===== config.mk =====
export PLATFORM = sky130hd
export DESIGN_NAME = lsu_fwd_top
export DESIGN_NICKNAME = d
export VERILOG_FILES = /design/src/hw/lsu_fwd_pkg.sv /design/src/hw/lsu_fwd_decode.sv /design/src/hw/lsu_fwd_execute.sv /design/src/hw/lsu_fwd_result.sv /design/src/hw/lsu_fwd_top.sv
export SDC_FILE = /design/constraint.sdc
export NUM_CORES = 1
export LEC_CHECK = 0
export ABC_AREA = 1
export BUFFER_PORTS_ARGS = -buffer_cell sky130_fd_sc_hd__buf_2
export CAP_MARGIN = 20
export CORE_ASPECT_RATIO = 1.5
export CORE_MARGIN = 2
export CORE_UTILIZATION = 55
export DETAILED_ROUTE_END_ITERATION = 12
export HOLD_SLACK_MARGIN = 0.06
export MAX_ROUTING_LAYER = met4
export PLACE_DENSITY = 0.85
export SKIP_CTS_REPAIR_TIMING = 1
export SLEW_MARGIN = 20
export SYNTH_ARGS = -nofsm -noshare
export SYNTH_HDL_FRONTEND = slang
export SYNTH_SLANG_ARGS = --single-unit

===== constraint.sdc =====
create_clock -name clk -period 2.9 [get_ports clk]
set_input_delay 0.58 -clock clk [delete_from_list [all_inputs] [get_ports clk]]
set_output_delay 0.58 -clock clk [all_outputs]
set_load 0.02 [all_outputs]

===== src/hw/lsu_fwd_pkg.sv =====
package lsu_fwd_pkg;

   //************************************************************************
   // memory operation encodings
   //************************************************************************

   // kind of operation entering dc1
   typedef enum logic [1:0] {
      op_none  = 2'd0,
      op_load  = 2'd1,
      op_store = 2'd2
   } lsu_op_e;

   // access size
   typedef enum logic [1:0] {
      size_byte = 2'd0,
      size_half = 2'd1,
      size_word = 2'd2
   } ldst_size_e;

   //************************************************************************
   // datapath geometry
   //************************************************************************

   localparam int NUM_LANES  = 4;   // byte lanes per word
   localparam int DATA_WIDTH = 32;  // one word

endpackage


===== src/hw/lsu_fwd_decode.sv =====
`timescale 1ns/1ps

module lsu_fwd_decode #(
   parameter int  ADDR_WIDTH = 32,
   localparam int WORD_W     = ADDR_WIDTH - 2,      // word index bits
   localparam int OFF_W      = ADDR_WIDTH - WORD_W  // byte offset below the word index
) (
   input  logic                                  clk,
   input  logic                                  reset,

   input  lsu_fwd_pkg::lsu_op_e                  op_dc1,
   input  lsu_fwd_pkg::ldst_size_e               size_dc1,
   input  logic [ADDR_WIDTH-1:0]                 addr_dc1,
   input  logic [lsu_fwd_pkg::DATA_WIDTH-1:0]    store_data_dc1,
   input  logic                                  side_effect_dc1,

   output logic                                  load_dc2,
   output logic                                  store_dc2,
   output logic [WORD_W-1:0]                     lo_word_dc2,     // word of the first byte
   output logic [WORD_W-1:0]                     hi_word_dc2,     // next word for crossing accesses
   output logic [lsu_fwd_pkg::NUM_LANES-1:0]     byteen_lo_dc2,
   output logic [lsu_fwd_pkg::NUM_LANES-1:0]     byteen_hi_dc2,
   output logic [lsu_fwd_pkg::DATA_WIDTH-1:0]    store_lo_dc2,
   output logic [lsu_fwd_pkg::DATA_WIDTH-1:0]    store_hi_dc2,
   output logic                                  side_effect_dc2,
   output logic [OFF_W-1:0]                      addr_off_dc2
);

   import lsu_fwd_pkg::*;

   ldst_size_e                  size_dc2;
   logic [ADDR_WIDTH-1:0]       addr_dc2;
   logic [DATA_WIDTH-1:0]       store_data_dc2;

   logic [NUM_LANES-1:0]        byteen_dc2;       // enables relative to the start byte
   logic [2*NUM_LANES-1:0]      byteen_ext_dc2;   // 8 byte window over lo and hi word
   logic [2*DATA_WIDTH-1:0]     store_ext_dc2;

   //************************************************************************
   // dc1 -> dc2 stage register
   //************************************************************************

   always_ff @(posedge clk) begin
      if (reset) begin
         load_dc2  <= 1'b0;
         store_dc2 <= 1'b0;
      end else begin
         load_dc2  <= (op_dc1 == op_load);
         store_dc2 <= (op_dc1 == op_store);
      end
   end

   // dc2 payload
   always_ff @(posedge clk) begin
      size_dc2        <= size_dc1;
      addr_dc2        <= addr_dc1;
      store_data_dc2  <= store_data_dc1;
      side_effect_dc2 <= side_effect_dc1;
   end

   //************************************************************************
   // expansion into the lo/hi word window
   //************************************************************************

   always_comb begin
      case (size_dc2)
         size_byte: byteen_dc2 = NUM_LANES'(1);
         size_half: byteen_dc2 = NUM_LANES'(3);
         default:   byteen_dc2 = '1;              // word
      endcase
   end

   assign addr_off_dc2   = addr_dc2[OFF_W-1:0];
   assign lo_word_dc2    = addr_dc2[ADDR_WIDTH-1:OFF_W];
   assign hi_word_dc2    = lo_word_dc2 + WORD_W'(1);

   assign byteen_ext_dc2 = {{NUM_LANES{1'b0}}, byteen_dc2} << addr_off_dc2;
   assign store_ext_dc2  = {{DATA_WIDTH{1'b0}}, store_data_dc2} << {addr_off_dc2, 3'b000};

   assign byteen_lo_dc2  = byteen_ext_dc2[NUM_LANES-1:0];
   assign byteen_hi_dc2  = byteen_ext_dc2[2*NUM_LANES-1:NUM_LANES];
   assign store_lo_dc2   = store_ext_dc2[DATA_WIDTH-1:0];
   assign store_hi_dc2   = store_ext_dc2[2*DATA_WIDTH-1:DATA_WIDTH];

endmodule


===== src/hw/lsu_fwd_execute.sv =====
`timescale 1ns/1ps

module lsu_fwd_execute #(
   parameter int  ADDR_WIDTH = 32,
   localparam int WORD_W     = ADDR_WIDTH - 2
) (
   input  logic                                  clk,
   input  logic                                  reset,

   // dc2 operation
   input  logic                                  load_dc2,
   input  logic                                  store_dc2,
   input  logic [WORD_W-1:0]                     lo_word_dc2,
   input  logic [WORD_W-1:0]                     hi_word_dc2,
   input  logic [lsu_fwd_pkg::NUM_LANES-1:0]     byteen_lo_dc2,
   input  logic [lsu_fwd_pkg::NUM_LANES-1:0]     byteen_hi_dc2,
   input  logic [lsu_fwd_pkg::DATA_WIDTH-1:0]    store_lo_dc2,
   input  logic [lsu_fwd_pkg::DATA_WIDTH-1:0]    store_hi_dc2,

   // per lane hits and data for the dc2 load
   output logic [lsu_fwd_pkg::NUM_LANES-1:0]     byte_hit_lo,
   output logic [lsu_fwd_pkg::NUM_LANES-1:0]     byte_hit_hi,
   output logic [lsu_fwd_pkg::DATA_WIDTH-1:0]    fwd_lo,
   output logic [lsu_fwd_pkg::DATA_WIDTH-1:0]    fwd_hi
);

   import lsu_fwd_pkg::*;

   localparam int DEPTH = 3;   // dc3, dc4, dc5

   // store pipe with the youngest store (dc3) at index 0
   // second index selects the lo (0) or hi (1) word of the store
   logic [DEPTH-1:0]            st_valid;
   logic [WORD_W-1:0]           st_word   [DEPTH][2];
   logic [NUM_LANES-1:0]        st_byteen [DEPTH][2];
   logic [DATA_WIDTH-1:0]       st_data   [DEPTH][2];

   // dc2 load words with the lo word at index 0
   logic [WORD_W-1:0]           ld_word   [2];
   logic [NUM_LANES-1:0]        ld_byteen [2];

   logic [NUM_LANES-1:0]        stage_hit  [DEPTH][2];   // [stage][load word]
   logic [DATA_WIDTH-1:0]       stage_data [DEPTH][2];
   logic [NUM_LANES-1:0]        byte_hit   [2];
   logic [DATA_WIDTH-1:0]       fwd        [2];

   assign ld_word[0]   = lo_word_dc2;
   assign ld_word[1]   = hi_word_dc2;
   assign ld_byteen[0] = byteen_lo_dc2;
   assign ld_byteen[1] = byteen_hi_dc2;

   //************************************************************************
   // dc3..dc5 store pipe
   //************************************************************************

   always_ff @(posedge clk) begin
      if (reset) begin
         st_valid <= '0;
      end else begin
         st_valid <= {st_valid[DEPTH-2:0], store_dc2};   // every stage moves each cycle
      end
   end

   always_ff @(posedge clk) begin
      st_word[0][0]   <= lo_word_dc2;
      st_word[0][1]   <= hi_word_dc2;
      st_byteen[0][0] <= byteen_lo_dc2;
      st_byteen[0][1] <= byteen_hi_dc2;
      st_data[0][0]   <= store_lo_dc2;
      st_data[0][1]   <= store_hi_dc2;
      for (int s = 1; s < DEPTH; s++) begin
         for (int w = 0; w < 2; w++) begin
            st_word[s][w]   <= st_word[s-1][w];
            st_byteen[s][w] <= st_byteen[s-1][w];
            st_data[s][w]   <= st_data[s-1][w];
         end
      end
   end

   //************************************************************************
   // per stage hit detection
   //************************************************************************

   // a store's lo and hi words differ, so at most one of them matches a load word
   always_comb begin
      for (int s = 0; s < DEPTH; s++) begin
         for (int lw = 0; lw < 2; lw++) begin
            stage_hit[s][lw]  = '0;
            stage_data[s][lw] = '0;
            for (int sw = 0; sw < 2; sw++) begin
               if (load_dc2 && st_valid[s] && (ld_word[lw] == st_word[s][sw])) begin
                  stage_hit[s][lw]  = st_byteen[s][sw] & ld_byteen[lw];
                  stage_data[s][lw] = st_data[s][sw];
               end
            end
         end
      end
   end

   // walk from dc5 up to dc3 so the youngest hitting store wins each lane
   always_comb begin
      for (int lw = 0; lw < 2; lw++) begin
         byte_hit[lw] = '0;
         fwd[lw]      = '0;
         for (int i = 0; i < NUM_LANES; i++) begin
            for (int s = DEPTH-1; s >= 0; s--) begin
               if (stage_hit[s][lw][i]) begin
                  byte_hit[lw][i]   = 1'b1;
                  fwd[lw][8*i +: 8] = stage_data[s][lw][8*i +: 8];
               end
            end
         end
      end
   end

   assign byte_hit_lo = byte_hit[0];
   assign byte_hit_hi = byte_hit[1];
   assign fwd_lo      = fwd[0];
   assign fwd_hi      = fwd[1];

endmodule


===== src/hw/lsu_fwd_result.sv =====
`timescale 1ns/1ps

module lsu_fwd_result #(
   parameter int  ADDR_WIDTH = 32,
   localparam int WORD_W     = ADDR_WIDTH - 2,
   localparam int OFF_W      = ADDR_WIDTH - WORD_W
) (
   input  logic                                  clk,
   input  logic                                  reset,

   input  logic                                  load_dc2,
   input  logic [lsu_fwd_pkg::NUM_LANES-1:0]     byteen_lo_dc2,
   input  logic [lsu_fwd_pkg::NUM_LANES-1:0]     byteen_hi_dc2,
   input  logic                                  side_effect_dc2,
   input  logic [OFF_W-1:0]                      addr_off_dc2,
   input  logic [lsu_fwd_pkg::NUM_LANES-1:0]     byte_hit_lo,
   input  logic [lsu_fwd_pkg::NUM_LANES-1:0]     byte_hit_hi,
   input  logic [lsu_fwd_pkg::DATA_WIDTH-1:0]    fwd_lo,
   input  logic [lsu_fwd_pkg::DATA_WIDTH-1:0]    fwd_hi,
   input  logic [lsu_fwd_pkg::DATA_WIDTH-1:0]    ld_bus_data_dc3,  // belongs to the dc3 load

   output logic                                  ld_valid_dc3,
   output logic                                  ld_hit_dc3,
   output logic                                  ld_full_hit_dc3,
   output logic [lsu_fwd_pkg::DATA_WIDTH-1:0]    bus_read_data_dc3
);

   import lsu_fwd_pkg::*;

   logic                    full_hit_lo_dc2, full_hit_hi_dc2;
   logic                    hit_dc2, full_hit_dc2;
   logic [DATA_WIDTH-1:0]   fwd_data_dc2, fwd_data_dc3;

   // lanes the load does not touch count as covered
   assign full_hit_lo_dc2 = &(byte_hit_lo | ~byteen_lo_dc2);
   assign full_hit_hi_dc2 = &(byte_hit_hi | ~byteen_hi_dc2);

   assign hit_dc2      = load_dc2 & (|{byte_hit_hi, byte_hit_lo});
   assign full_hit_dc2 = full_hit_lo_dc2 & full_hit_hi_dc2 & load_dc2 & ~side_effect_dc2;

   // bring the start byte down to lane 0
   assign fwd_data_dc2 = DATA_WIDTH'({fwd_hi, fwd_lo} >> {addr_off_dc2, 3'b000});

   //************************************************************************
   // dc2 -> dc3 load register
   //************************************************************************

   always_ff @(posedge clk) begin
      if (reset) begin
         ld_valid_dc3    <= 1'b0;
         ld_hit_dc3      <= 1'b0;
         ld_full_hit_dc3 <= 1'b0;
      end else begin
         ld_valid_dc3    <= load_dc2;
         ld_hit_dc3      <= hit_dc2;
         ld_full_hit_dc3 <= full_hit_dc2;
      end
   end

   always_ff @(posedge clk) begin
      fwd_data_dc3 <= fwd_data_dc2;
   end

   assign bus_read_data_dc3 = ld_full_hit_dc3 ? fwd_data_dc3 : ld_bus_data_dc3;

endmodule


===== src/hw/lsu_fwd_top.sv =====
`timescale 1ns/1ps

module lsu_fwd_top #(
   parameter int  ADDR_WIDTH = 32,
   localparam int WORD_W     = ADDR_WIDTH - 2,
   localparam int OFF_W      = ADDR_WIDTH - WORD_W
) (
   input  logic                                  clk,
   input  logic                                  reset,

   // dc1 operation
   input  lsu_fwd_pkg::lsu_op_e                  op_dc1,
   input  lsu_fwd_pkg::ldst_size_e               size_dc1,
   input  logic [ADDR_WIDTH-1:0]                 addr_dc1,
   input  logic [lsu_fwd_pkg::DATA_WIDTH-1:0]    store_data_dc1,
   input  logic                                  side_effect_dc1,

   input  logic [lsu_fwd_pkg::DATA_WIDTH-1:0]    ld_bus_data_dc3,

   // dc3 load result
   output logic                                  ld_valid_dc3,
   output logic                                  ld_hit_dc3,
   output logic                                  ld_full_hit_dc3,
   output logic [lsu_fwd_pkg::DATA_WIDTH-1:0]    bus_read_data_dc3
);

   import lsu_fwd_pkg::*;

   logic                    load_dc2, store_dc2, side_effect_dc2;
   logic [WORD_W-1:0]       lo_word_dc2, hi_word_dc2;
   logic [NUM_LANES-1:0]    byteen_lo_dc2, byteen_hi_dc2;
   logic [DATA_WIDTH-1:0]   store_lo_dc2, store_hi_dc2;
   logic [OFF_W-1:0]        addr_off_dc2;

   logic [NUM_LANES-1:0]    byte_hit_lo, byte_hit_hi;
   logic [DATA_WIDTH-1:0]   fwd_lo, fwd_hi;

   lsu_fwd_decode #(.ADDR_WIDTH(ADDR_WIDTH)) decode0 (
      .clk             (clk),
      .reset           (reset),
      .op_dc1          (op_dc1),
      .size_dc1        (size_dc1),
      .addr_dc1        (addr_dc1),
      .store_data_dc1  (store_data_dc1),
      .side_effect_dc1 (side_effect_dc1),
      .load_dc2        (load_dc2),
      .store_dc2       (store_dc2),
      .lo_word_dc2     (lo_word_dc2),
      .hi_word_dc2     (hi_word_dc2),
      .byteen_lo_dc2   (byteen_lo_dc2),
      .byteen_hi_dc2   (byteen_hi_dc2),
      .store_lo_dc2    (store_lo_dc2),
      .store_hi_dc2    (store_hi_dc2),
      .side_effect_dc2 (side_effect_dc2),
      .addr_off_dc2    (addr_off_dc2)
   );

   lsu_fwd_execute #(.ADDR_WIDTH(ADDR_WIDTH)) execute0 (
      .clk             (clk),
      .reset           (reset),
      .load_dc2        (load_dc2),
      .store_dc2       (store_dc2),
      .lo_word_dc2     (lo_word_dc2),
      .hi_word_dc2     (hi_word_dc2),
      .byteen_lo_dc2   (byteen_lo_dc2),
      .byteen_hi_dc2   (byteen_hi_dc2),
      .store_lo_dc2    (store_lo_dc2),
      .store_hi_dc2    (store_hi_dc2),
      .byte_hit_lo     (byte_hit_lo),
      .byte_hit_hi     (byte_hit_hi),
      .fwd_lo          (fwd_lo),
      .fwd_hi          (fwd_hi)
   );

   lsu_fwd_result #(.ADDR_WIDTH(ADDR_WIDTH)) result0 (
      .clk               (clk),
      .reset             (reset),
      .load_dc2          (load_dc2),
      .byteen_lo_dc2     (byteen_lo_dc2),
      .byteen_hi_dc2     (byteen_hi_dc2),
      .side_effect_dc2   (side_effect_dc2),
      .addr_off_dc2      (addr_off_dc2),
      .byte_hit_lo       (byte_hit_lo),
      .byte_hit_hi       (byte_hit_hi),
      .fwd_lo            (fwd_lo),
      .fwd_hi            (fwd_hi),
      .ld_bus_data_dc3   (ld_bus_data_dc3),
      .ld_valid_dc3      (ld_valid_dc3),
      .ld_hit_dc3        (ld_hit_dc3),
      .ld_full_hit_dc3   (ld_full_hit_dc3),
      .bus_read_data_dc3 (bus_read_data_dc3)
   );

endmodule


==> parameters.txt, run 1 <==
Parameter                              Value

Placed design
  Routability Congestion    1.13
  Detailed-placement wirelength estimate    82700 um
  Buffers on Ports    137

Run status
  Tool error    [ERROR GRT-0232] Routing congestion too high. Check the congestion heatmap in the GUI.
  Result of the run    did not finish
  Stop stage    5_1_grt

Logic synthesis
  Synth unique cells    49
  Most numerous cell types in the synthesized netlist    838 x nand2_1, 476 x dfxtp_1, 373 x nand3_1
  Fraction of the mapped netlist area in simple logic gates    33.9%
  Synthesized netlist net count    3112
  Area fraction of the dominant cell type after synthesis    42.9%
  Fraction of synthesis flops using an asynchronous set or reset pin    0%
  Synthesized cell area    22200 um^2
  Average instance area after synthesis    7.38 um^2
  Dominant combinational cell family by area after synthesis    simple AND/OR/NAND/NOR gates
  Count of flip-flops with a built-in enable after synthesis    0
  Multiplexer share of the synthesized area    2.34%
  Count of state elements after synthesis    476
  Most used flip-flop cell after synthesis    dfxtp_1
  Most common cell in the synthesized netlist    nand2_1
  Sequential share of the synthesized area    42.9%
  Post-synthesis cell count    3008
  Ys Warns    0
  Cell type with the largest total area after synthesis    dfxtp_1
  Largest cells by area after synthesis    dfxtp_1 43%, nand2_1 14%, nand3_1 8.4%, inv_1 4.4%, nor2_1 4.1%
  Complex-gate fraction of the synthesized area    6.58%
  Post-synthesis xor/xnor area fraction    6.74%
  Adder and majority gate portion of the synthesized area    0.0563%

Global routing
  Aggregate global-route resource usage    63.6%
  Pin count of the biggest net entering global routing    49
  Congestion Overflow GR    18

Floorplanning
  Horiz. Die Dim    168 um
  Starting density of the core    55.4%
  Die height    250 um
  Cell row count    90
  Number of top-level pins    138

STA
  Last worst endpoint in the global-route repair_timing    result0.fwd_data_dc3[27]$_DFF_P_/D
  Worst-path endpoint category    sequential cell input

Clocking
  Bufs on Longest Clock Path    3
  CTS H-tree lvls    2
  Root buffer selected by CTS    clkbuf_16
  Clock Sink Count    476
  Num CTS Buffers    45
==> cell families after synthesis <==
logic type / count (synthesis)
simple gates: 1665
flops: 476
buf+inv: 392
compound gates: 256
xor+xnor: 170
mux: 48
fa+ha+maj: 1
==> layer usage <==
metal / GRT overflow / global-route usage, %
met1: 0 / 56.9
met2: 13 / 90.6
met3: 0 / 29.5
met4: 5 / 76.3
met5: - / -
==> stage by stage <==
step | setup WS, ns | instance area, um^2 | hold WS [ns] | setup TNS [ns] | std cells
CTS | -0.748 | 28800 | 0.0760 | -20.90 | 4141
global placement | -0.659 | 27200 | 0.327 | -18.40 | 4057
floorplan | 0.0962 | 22200 | 0.324 | 0 | 3008
detailed placement | -0.709 | 27200 | 0.329 | -19.38 | 4057
==> run 2: changes to the inputs <==
--- a/config.mk
+++ b/config.mk
@@ -8,13 +8,10 @@
 export ABC_AREA = 1
 export BUFFER_PORTS_ARGS = -buffer_cell sky130_fd_sc_hd__buf_2
 export CAP_MARGIN = 20
-export CORE_ASPECT_RATIO = 1.5
 export CORE_MARGIN = 2
-export CORE_UTILIZATION = 55
+export CORE_UTILIZATION = 40
 export DETAILED_ROUTE_END_ITERATION = 12
-export HOLD_SLACK_MARGIN = 0.06
-export MAX_ROUTING_LAYER = met4
-export PLACE_DENSITY = 0.85
+export PLACE_DENSITY_LB_ADDON = 0.15
 export SKIP_CTS_REPAIR_TIMING = 1
 export SLEW_MARGIN = 20
 export SYNTH_ARGS = -nofsm -noshare
==> constraint.sdc (replaced) <==
create_clock -name clk -period 3.75 [get_ports clk]
set_input_delay 0.75 -clock clk [delete_from_list [all_inputs] [get_ports clk]]
set_output_delay 0.75 -clock clk [all_outputs]
set_load 0.02 [all_outputs]
==> parameters.txt, run 2 <==
Parameter                              Value

Run status
  Result of the run    completed

Logic synthesis
  Most numerous cell types in the synthesized netlist    838 x nand2_1, 476 x dfxtp_1, 373 x nand3_1
  Most used flip-flop cell after synthesis    dfxtp_1
  Average instance area after synthesis    7.38 um^2
  Sequential share of the synthesized area    42.9%
  Largest cells by area after synthesis    dfxtp_1 43%, nand2_1 14%, nand3_1 8.4%, inv_1 4.4%, nor2_1 4.1%
  Area fraction of the dominant cell type after synthesis    42.9%
  Synthesized netlist net count    3112
  Fraction of synthesis flops using an asynchronous set or reset pin    0%
  Post-synthesis cell count    3008
  Synthesized cell area    22200 um^2
  Count of state elements after synthesis    476
  Ys Warns    0
  Cell type with the largest total area after synthesis    dfxtp_1
  Synth unique cells    49
  Most common cell in the synthesized netlist    nand2_1
  Count of flip-flops with a built-in enable after synthesis    0

STA
  Total count of max-transition violations in the final report    0
  Worst-case clock skew    0.0155 ns
  Final critical-path required period    3.67 ns
  Transition time of the tightest slew-check pin    0.774 ns
  Unrepaired setup endpoints after global routing    yes
  Endpoints failing setup    0
  Headroom to the max-slew limit    48.2%
  Post-Route Setup TNS    0 ns
  Period utilization    97.9%
  Peak Freq    272 MHz
  Hold Fails Final Rpt    0

Setup path
  Setup crit end    result0.fwd_data_dc3[9]
  Highest fanout seen on the critical path    9
  Source of the worst register-to-register timing path    decode0.addr_dc2[3]
  Type of the setup path with the least slack    reg -> reg
  Setup crit end kind    flop
  Critical Path Source    decode0.addr_dc2[3]
  Cells on worst reg2reg path    23
  Data arrival at the endpoint of the critical path    4.23 ns
  Worst flop-to-flop path endpoint    result0.fwd_data_dc3[9]
  Kind of launch point of the worst setup path    flop
  Data required time of the worst path    4.31 ns
  Flop2flop setup slack    0.08 ns

Global routing
  Wire length of the first global-routing pass    142000 um
  Number of antenna violations at the first check in global routing    1
  Number of global-route vias before repair    20900
  Pin count of the biggest net entering global routing    43
  Congestion Overflow GR    0
  Aggregate global-route resource usage    34.5%

Finish
  Most flops, register    execute0.st_word
  Most common cell after layout, fill and taps aside    nand2_1
  Area Overhead vs Synth    25.5%
  Commonest non-fill, non-tap cells in the layout    816 x nand2_1, 458 x dfxtp_1, 366 x nand3_1
  Fraction of layout cells with a size suffix above 1    21.8%
  Net total in the final layout    3491
  Max reg flops    180
  Leading registers by flop count    execute0.st_word x180, execute0.st_data x168

Clocking
  Clock latency of the later-clocked register in the worst-skew pair    0.63 ns
  CTS tree    yes
  Root buffer selected by CTS    clkbuf_16
  CTS H-tree lvls    2
  Bufs on Longest Clock Path    3
  Clock transition time at the flip-flop clock pins of the worst setup and hold paths    0.06 ns
  Num CTS Buffers    52
  Clock Sink Count    476

Floorplanning
  Number of top-level pins    138
  Horiz. Die Dim    240 um
  Total core area    55000 um^2
  Cell row count    86
  Die height    240 um
  Starting density of the core    40.4%
  Die Area    57400 um^2

Detailed routing
  Routed wire length per instance    24.1 um
  Number of detailed-route iterations in the first pass    6
  Drt initial violations    1773
  Vias/cell    5.23
  Routed vias    21800
  DRC violation count after routing    0
  Total wire length    101000 um
  Number of routed nets with antenna violations    0

Pwr
  Final total power    12.3 mW
  Pwr Density    440 nW/um^2
  VDD IR max    0.407 mV
  Static power due to leakage    13.2 nW

Placed design
  Buffers on Ports    137
  Routability Congestion    1.03
  Detailed-placement wirelength estimate    82200 um

Hold path
  Tightest Hold Check Type    in -> reg

Run
  Number of max-cap violations    0
-- run 2: cell counts after synthesis --
No cell type changed its count.
-- run 2: where the power goes --
part	internal [mW]	switching (mW)	leakage [nW]
logic	0.478	0.860	8.33
clock network	3.13	2.19	0.865
registers	5.36	0.254	3.98
-- run 2: worst min path at each step --
stage,startpoint,end,slack [ns],cells after the start
finish,store_data_dc1[31],decode0.store_data_dc2[31],0.22,1
global route,store_data_dc1[29],decode0.store_data_dc2[29],0.21,1
CTS,addr_dc1[4],decode0.addr_dc2[4],0.20,1
detailed placement,execute0.st_data[0][56],execute0.st_data[1][56],0.33,0
global placement,execute0.st_data[0][61],execute0.st_data[1][61],0.33,0
floorplan,execute0.st_data[0][56],execute0.st_data[1][56],0.32,0
-- run 2: cell families (layout without fill, tap and decap cells) --
logic type               Yosys count  count (layout)  synth area share, %
AO/OA/AOI/OAI                    256             256                 6.57
other                              0               1                    0
multiplexers                      48              48                 2.34
flip-flops                       476             476                 42.9
adder cells (fa/ha/maj)            1               1               0.0563
XOR/XNOR                         170             170                 6.74
AND/OR/NAND/NOR                 1665            1666                 33.9
buffers and inverters            392             807                 7.50
-- run 2: layer usage --
layer | part of all wire, % | wire, um | track usage [%] | vias up
met5 | 0 | 0 | 0 | -
met4 | 8.0 | 8090 | 23.8 | 0
met3 | 4.8 | 4780 | 3.45 | 274
met2 | 50 | 50100 | 62.1 | 871
met1 | 37 | 37700 | 38.1 | 10200
li1 | - | - | - | 10500
-- run 2: final cells by class --
cell class / count / area, um^2
antenna: 1 / 2.50
clock buffer: 73 / 1500
clock inverter: 18 / 264
fill: 5527 / 27100
inverter: 283 / 1070
multi-input combinational: 2141 / 11300
sequential: 476 / 9560
tap: 748 / 936
timing repair buffer: 433 / 3240
-- run 2: per-stage QoR --
| stage | cell area [um^2] | util [%] | worst slack (ns) | cells | hold slack (ns) |
|---|---|---|---|---|---|
| detailed placement | 25600 | 46.5 | -0.546 | 4059 | 0.334 |
| global placement | 25600 | 46.5 | -0.607 | 4059 | 0.334 |
| CTS | 27300 | 49.7 | -0.616 | 4150 | 0.197 |
| floorplan | 22200 | - | 0.946 | 3008 | 0.324 |
| global route | 27900 | 50.7 | -0.0199 | 4172 | 0.206 |
| finish | 27900 | 50.7 | 0.0797 | 4173 | 0.221 |
-- run 2: worst max-delay path, stage by stage (launching register included) --
cell and delay (ns):
dfxtp_4 0.38, ha_2 0.19, nand2_2 0.08, nor2_4 0.21, nand2_2 0.14, nor2_8 0.21
nand3_2 0.14, nand2_4 0.17, inv_2 0.08, nand2_1 0.12, nand3_2 0.12, nor2_1 0.11
buf_4 0.15, nand3_2 0.14, nor2_4 0.20, buf_4 0.14, nand3_1 0.11, nand2_4 0.15
nand3_1 0.11, nand2_1 0.13, nand3_1 0.13, nand2_2 0.15, nand2_1 0.11, nand2_1 0.11
Note: power is estimated with default switching activity, not from simulation.
==> run 3: changes to the inputs <==
--- a/config.mk
+++ b/config.mk
@@ -6,11 +6,12 @@
 export NUM_CORES = 1
 export LEC_CHECK = 0
 export ABC_AREA = 1
-export BUFFER_PORTS_ARGS = -buffer_cell sky130_fd_sc_hd__buf_2
+export BUFFER_PORTS_ARGS = -buffer_cell sky130_fd_sc_hd__buf_4
 export CAP_MARGIN = 20
 export CORE_MARGIN = 2
 export CORE_UTILIZATION = 40
 export DETAILED_ROUTE_END_ITERATION = 12
+export GPL_TIMING_DRIVEN = 0
 export PLACE_DENSITY_LB_ADDON = 0.15
 export SKIP_CTS_REPAIR_TIMING = 1
 export SLEW_MARGIN = 20
==> parameters.txt, run 3 (same netlist as run 2, synthesis figures left out) <==
Parameter                              Value

Run status
  Result of the run    completed

Global routing
  Number of global-route vias before repair    20600
  Aggregate global-route resource usage    33.5%
  Number of antenna violations at the first check in global routing    0
  Congestion Overflow GR    0
  Wire length of the first global-routing pass    138000 um
  Pin count of the biggest net entering global routing    16

Detailed routing
  Number of routed nets with antenna violations    0
  Number of detailed-route iterations in the first pass    5
  Drt initial violations    1958
  Total wire length    98800 um
  Routed vias    21700
  Routed wire length per instance    24.2 um
  DRC violation count after routing    0
  Vias/cell    5.32

Finish
  Max reg flops    180
  Fillers    5447
  Number of antenna repair diodes    0
  Leading registers by flop count    execute0.st_word x180, execute0.st_data x168
  Fraction of layout cells with a size suffix above 1    20.9%
  Layout Cell Area excl Fill    28000 um^2
  Most common cell after layout, fill and taps aside    nand2_1
  Area Overhead vs Synth    26.1%
  Most flops, register    execute0.st_word
  Commonest non-fill, non-tap cells in the layout    784 x nand2_1, 468 x dfxtp_1, 359 x nand3_1
  Net total in the final layout    3399

Hold path
  Source of the worst hold timing path    store_data_dc1[17]
  Hold path cells    1
  Tightest Hold Check Type    in -> reg
  Hold Crit Endpoint    decode0.store_data_dc2[17]

Placed design
  Detailed-placement wirelength estimate    78200 um
  Area post-placement    24200 um^2
  Routability Congestion    1.02
  Setup slack after placement    -1.19 ns
  Buffers on Ports    137

Floorplanning
  Horiz. Die Dim    240 um
  Die height    240 um
  Total core area    55000 um^2
  Starting density of the core    40.4%
  Number of top-level pins    138
  Cell row count    86
  Die Area    57400 um^2

STA
  Transition time of the tightest slew-check pin    0.810 ns
  Period utilization    99.9%
  Endpoints failing setup    0
  Peak Freq    267 MHz
  Unrepaired setup endpoints after global routing    yes
  Post-Route Setup TNS    0 ns
  Final critical-path required period    3.75 ns
  Fin worst setup slack    0.00344 ns
  Total count of max-transition violations in the final report    0
  Hold Fails Final Rpt    0
  Final hold slack    0.198 ns
  Worst-case clock skew    0.0217 ns
  Headroom to the max-slew limit    46.0%

Setup path
  Flop2flop setup slack    0.003 ns
  Source of the worst register-to-register timing path    decode0.addr_dc2[3]
  Slowest CP cell    dfxtp_4
  Cells on worst reg2reg path    26
  Worst flop-to-flop path endpoint    result0.fwd_data_dc3[28]
  Type of the setup path with the least slack    reg -> reg
  Data required time of the worst path    4.28 ns
  Setup crit end kind    flop
  Highest fanout seen on the critical path    7
  Data arrival at the endpoint of the critical path    4.28 ns
  Highest cell delay on the worst timing path    0.40 ns
  Cell mode on critical path    nand2_1
  Kind of launch point of the worst setup path    flop

Clocking
  Clock transition time at the flip-flop clock pins of the worst setup and hold paths    0.06 ns
  Clock Sink Count    476
  CTS H-tree lvls    2
  Bufs on Longest Clock Path    3
  CTS tree    yes
  Num CTS Buffers    53
  Clock latency of the later-clocked register in the worst-skew pair    0.65 ns
  Root buffer selected by CTS    clkbuf_16

Pwr
  Static power due to leakage    12.8 nW
  Final total power    12.5 mW
  VDD IR max    0.450 mV
  Pwr Density    448 nW/um^2

Run
  Number of max-cap violations    0
[run 3: cell types whose count changed in the layout (fill, tap and decap cells not counted), sizes merged]
cell | before | now
nand2 | 886 | 888
clkinvlp | 2 | 11
buf | 432 | 290
diode | 1 | 0
inv | 273 | 272
nor2 | 276 | 278
clkbuf | 74 | 118
clkinv | 21 | 20
bufinv | 5 | 8
[run 3: layer usage]
metal,vias to the layer above,routed length (um),global-route usage [%]
met5,-,0,0
met4,0,10200,29.1
met3,361,5780,4.61
met2,983,47200,56.9
met1,10100,35700,36.7
li1,10300,-,-
[run 3: worst max-delay path: cells and delay by family (launching register included)]
family / cells / cell delay (ns)
compound gates: 1 / 0.14
fa+ha+maj: 1 / 0.20
buf+inv: 5 / 0.66
flops: 1 / 0.40
simple gates: 19 / 2.21
[run 3: layout make-up]
| cell class | instances | area [um^2] | area share [%] |
|---|---|---|---|
| Clock buffer | 72 | 1480 | 5.28 |
| Timing Repair Buffer | 227 | 1860 | 6.64 |
| Inverter | 283 | 1090 | 3.89 |
| Tap cell | 748 | 936 | 3.34 |
| Buffer | 109 | 787 | 2.81 |
| Sequential cell | 476 | 9550 | 34.1 |
| Multi-Input combinational cell | 2145 | 11900 | 42.5 |
| Clock inverter | 28 | 397 | 1.42 |
[run 3: worst max-delay path by stage]
stage / from / end / slack [ns] / cells past startpoint
floorplan: decode0.addr_dc2[2] / result0.fwd_data_dc3[11] / 0.95 / 22
global placement: decode0.addr_dc2[30] / result0.ld_full_hit_dc3 / -1.25 / 14
detailed placement: decode0.addr_dc2[30] / result0.ld_full_hit_dc3 / -1.19 / 14
CTS: decode0.addr_dc2[16] / result0.ld_full_hit_dc3 / -1.21 / 20
global route: decode0.addr_dc2[3] / result0.fwd_data_dc3[28] / -0.08 / 26
finish: decode0.addr_dc2[3] / result0.fwd_data_dc3[28] / 0.003 / 26
[run 3: stage by stage]
step	util, %	cells
floorplan	-	3008
global placement	44.0	3893
detailed placement	44.0	3893
CTS	47.4	3993
global route	50.9	4088
finish	50.9	4088
[run 3: where the power goes]
part	internal [mW]	total, mW	switching (mW)
sequential	5.36	5.60	0.247
clock	3.34	5.63	2.29
combinational	0.460	1.32	0.857
total	9.15	12.5	3.39
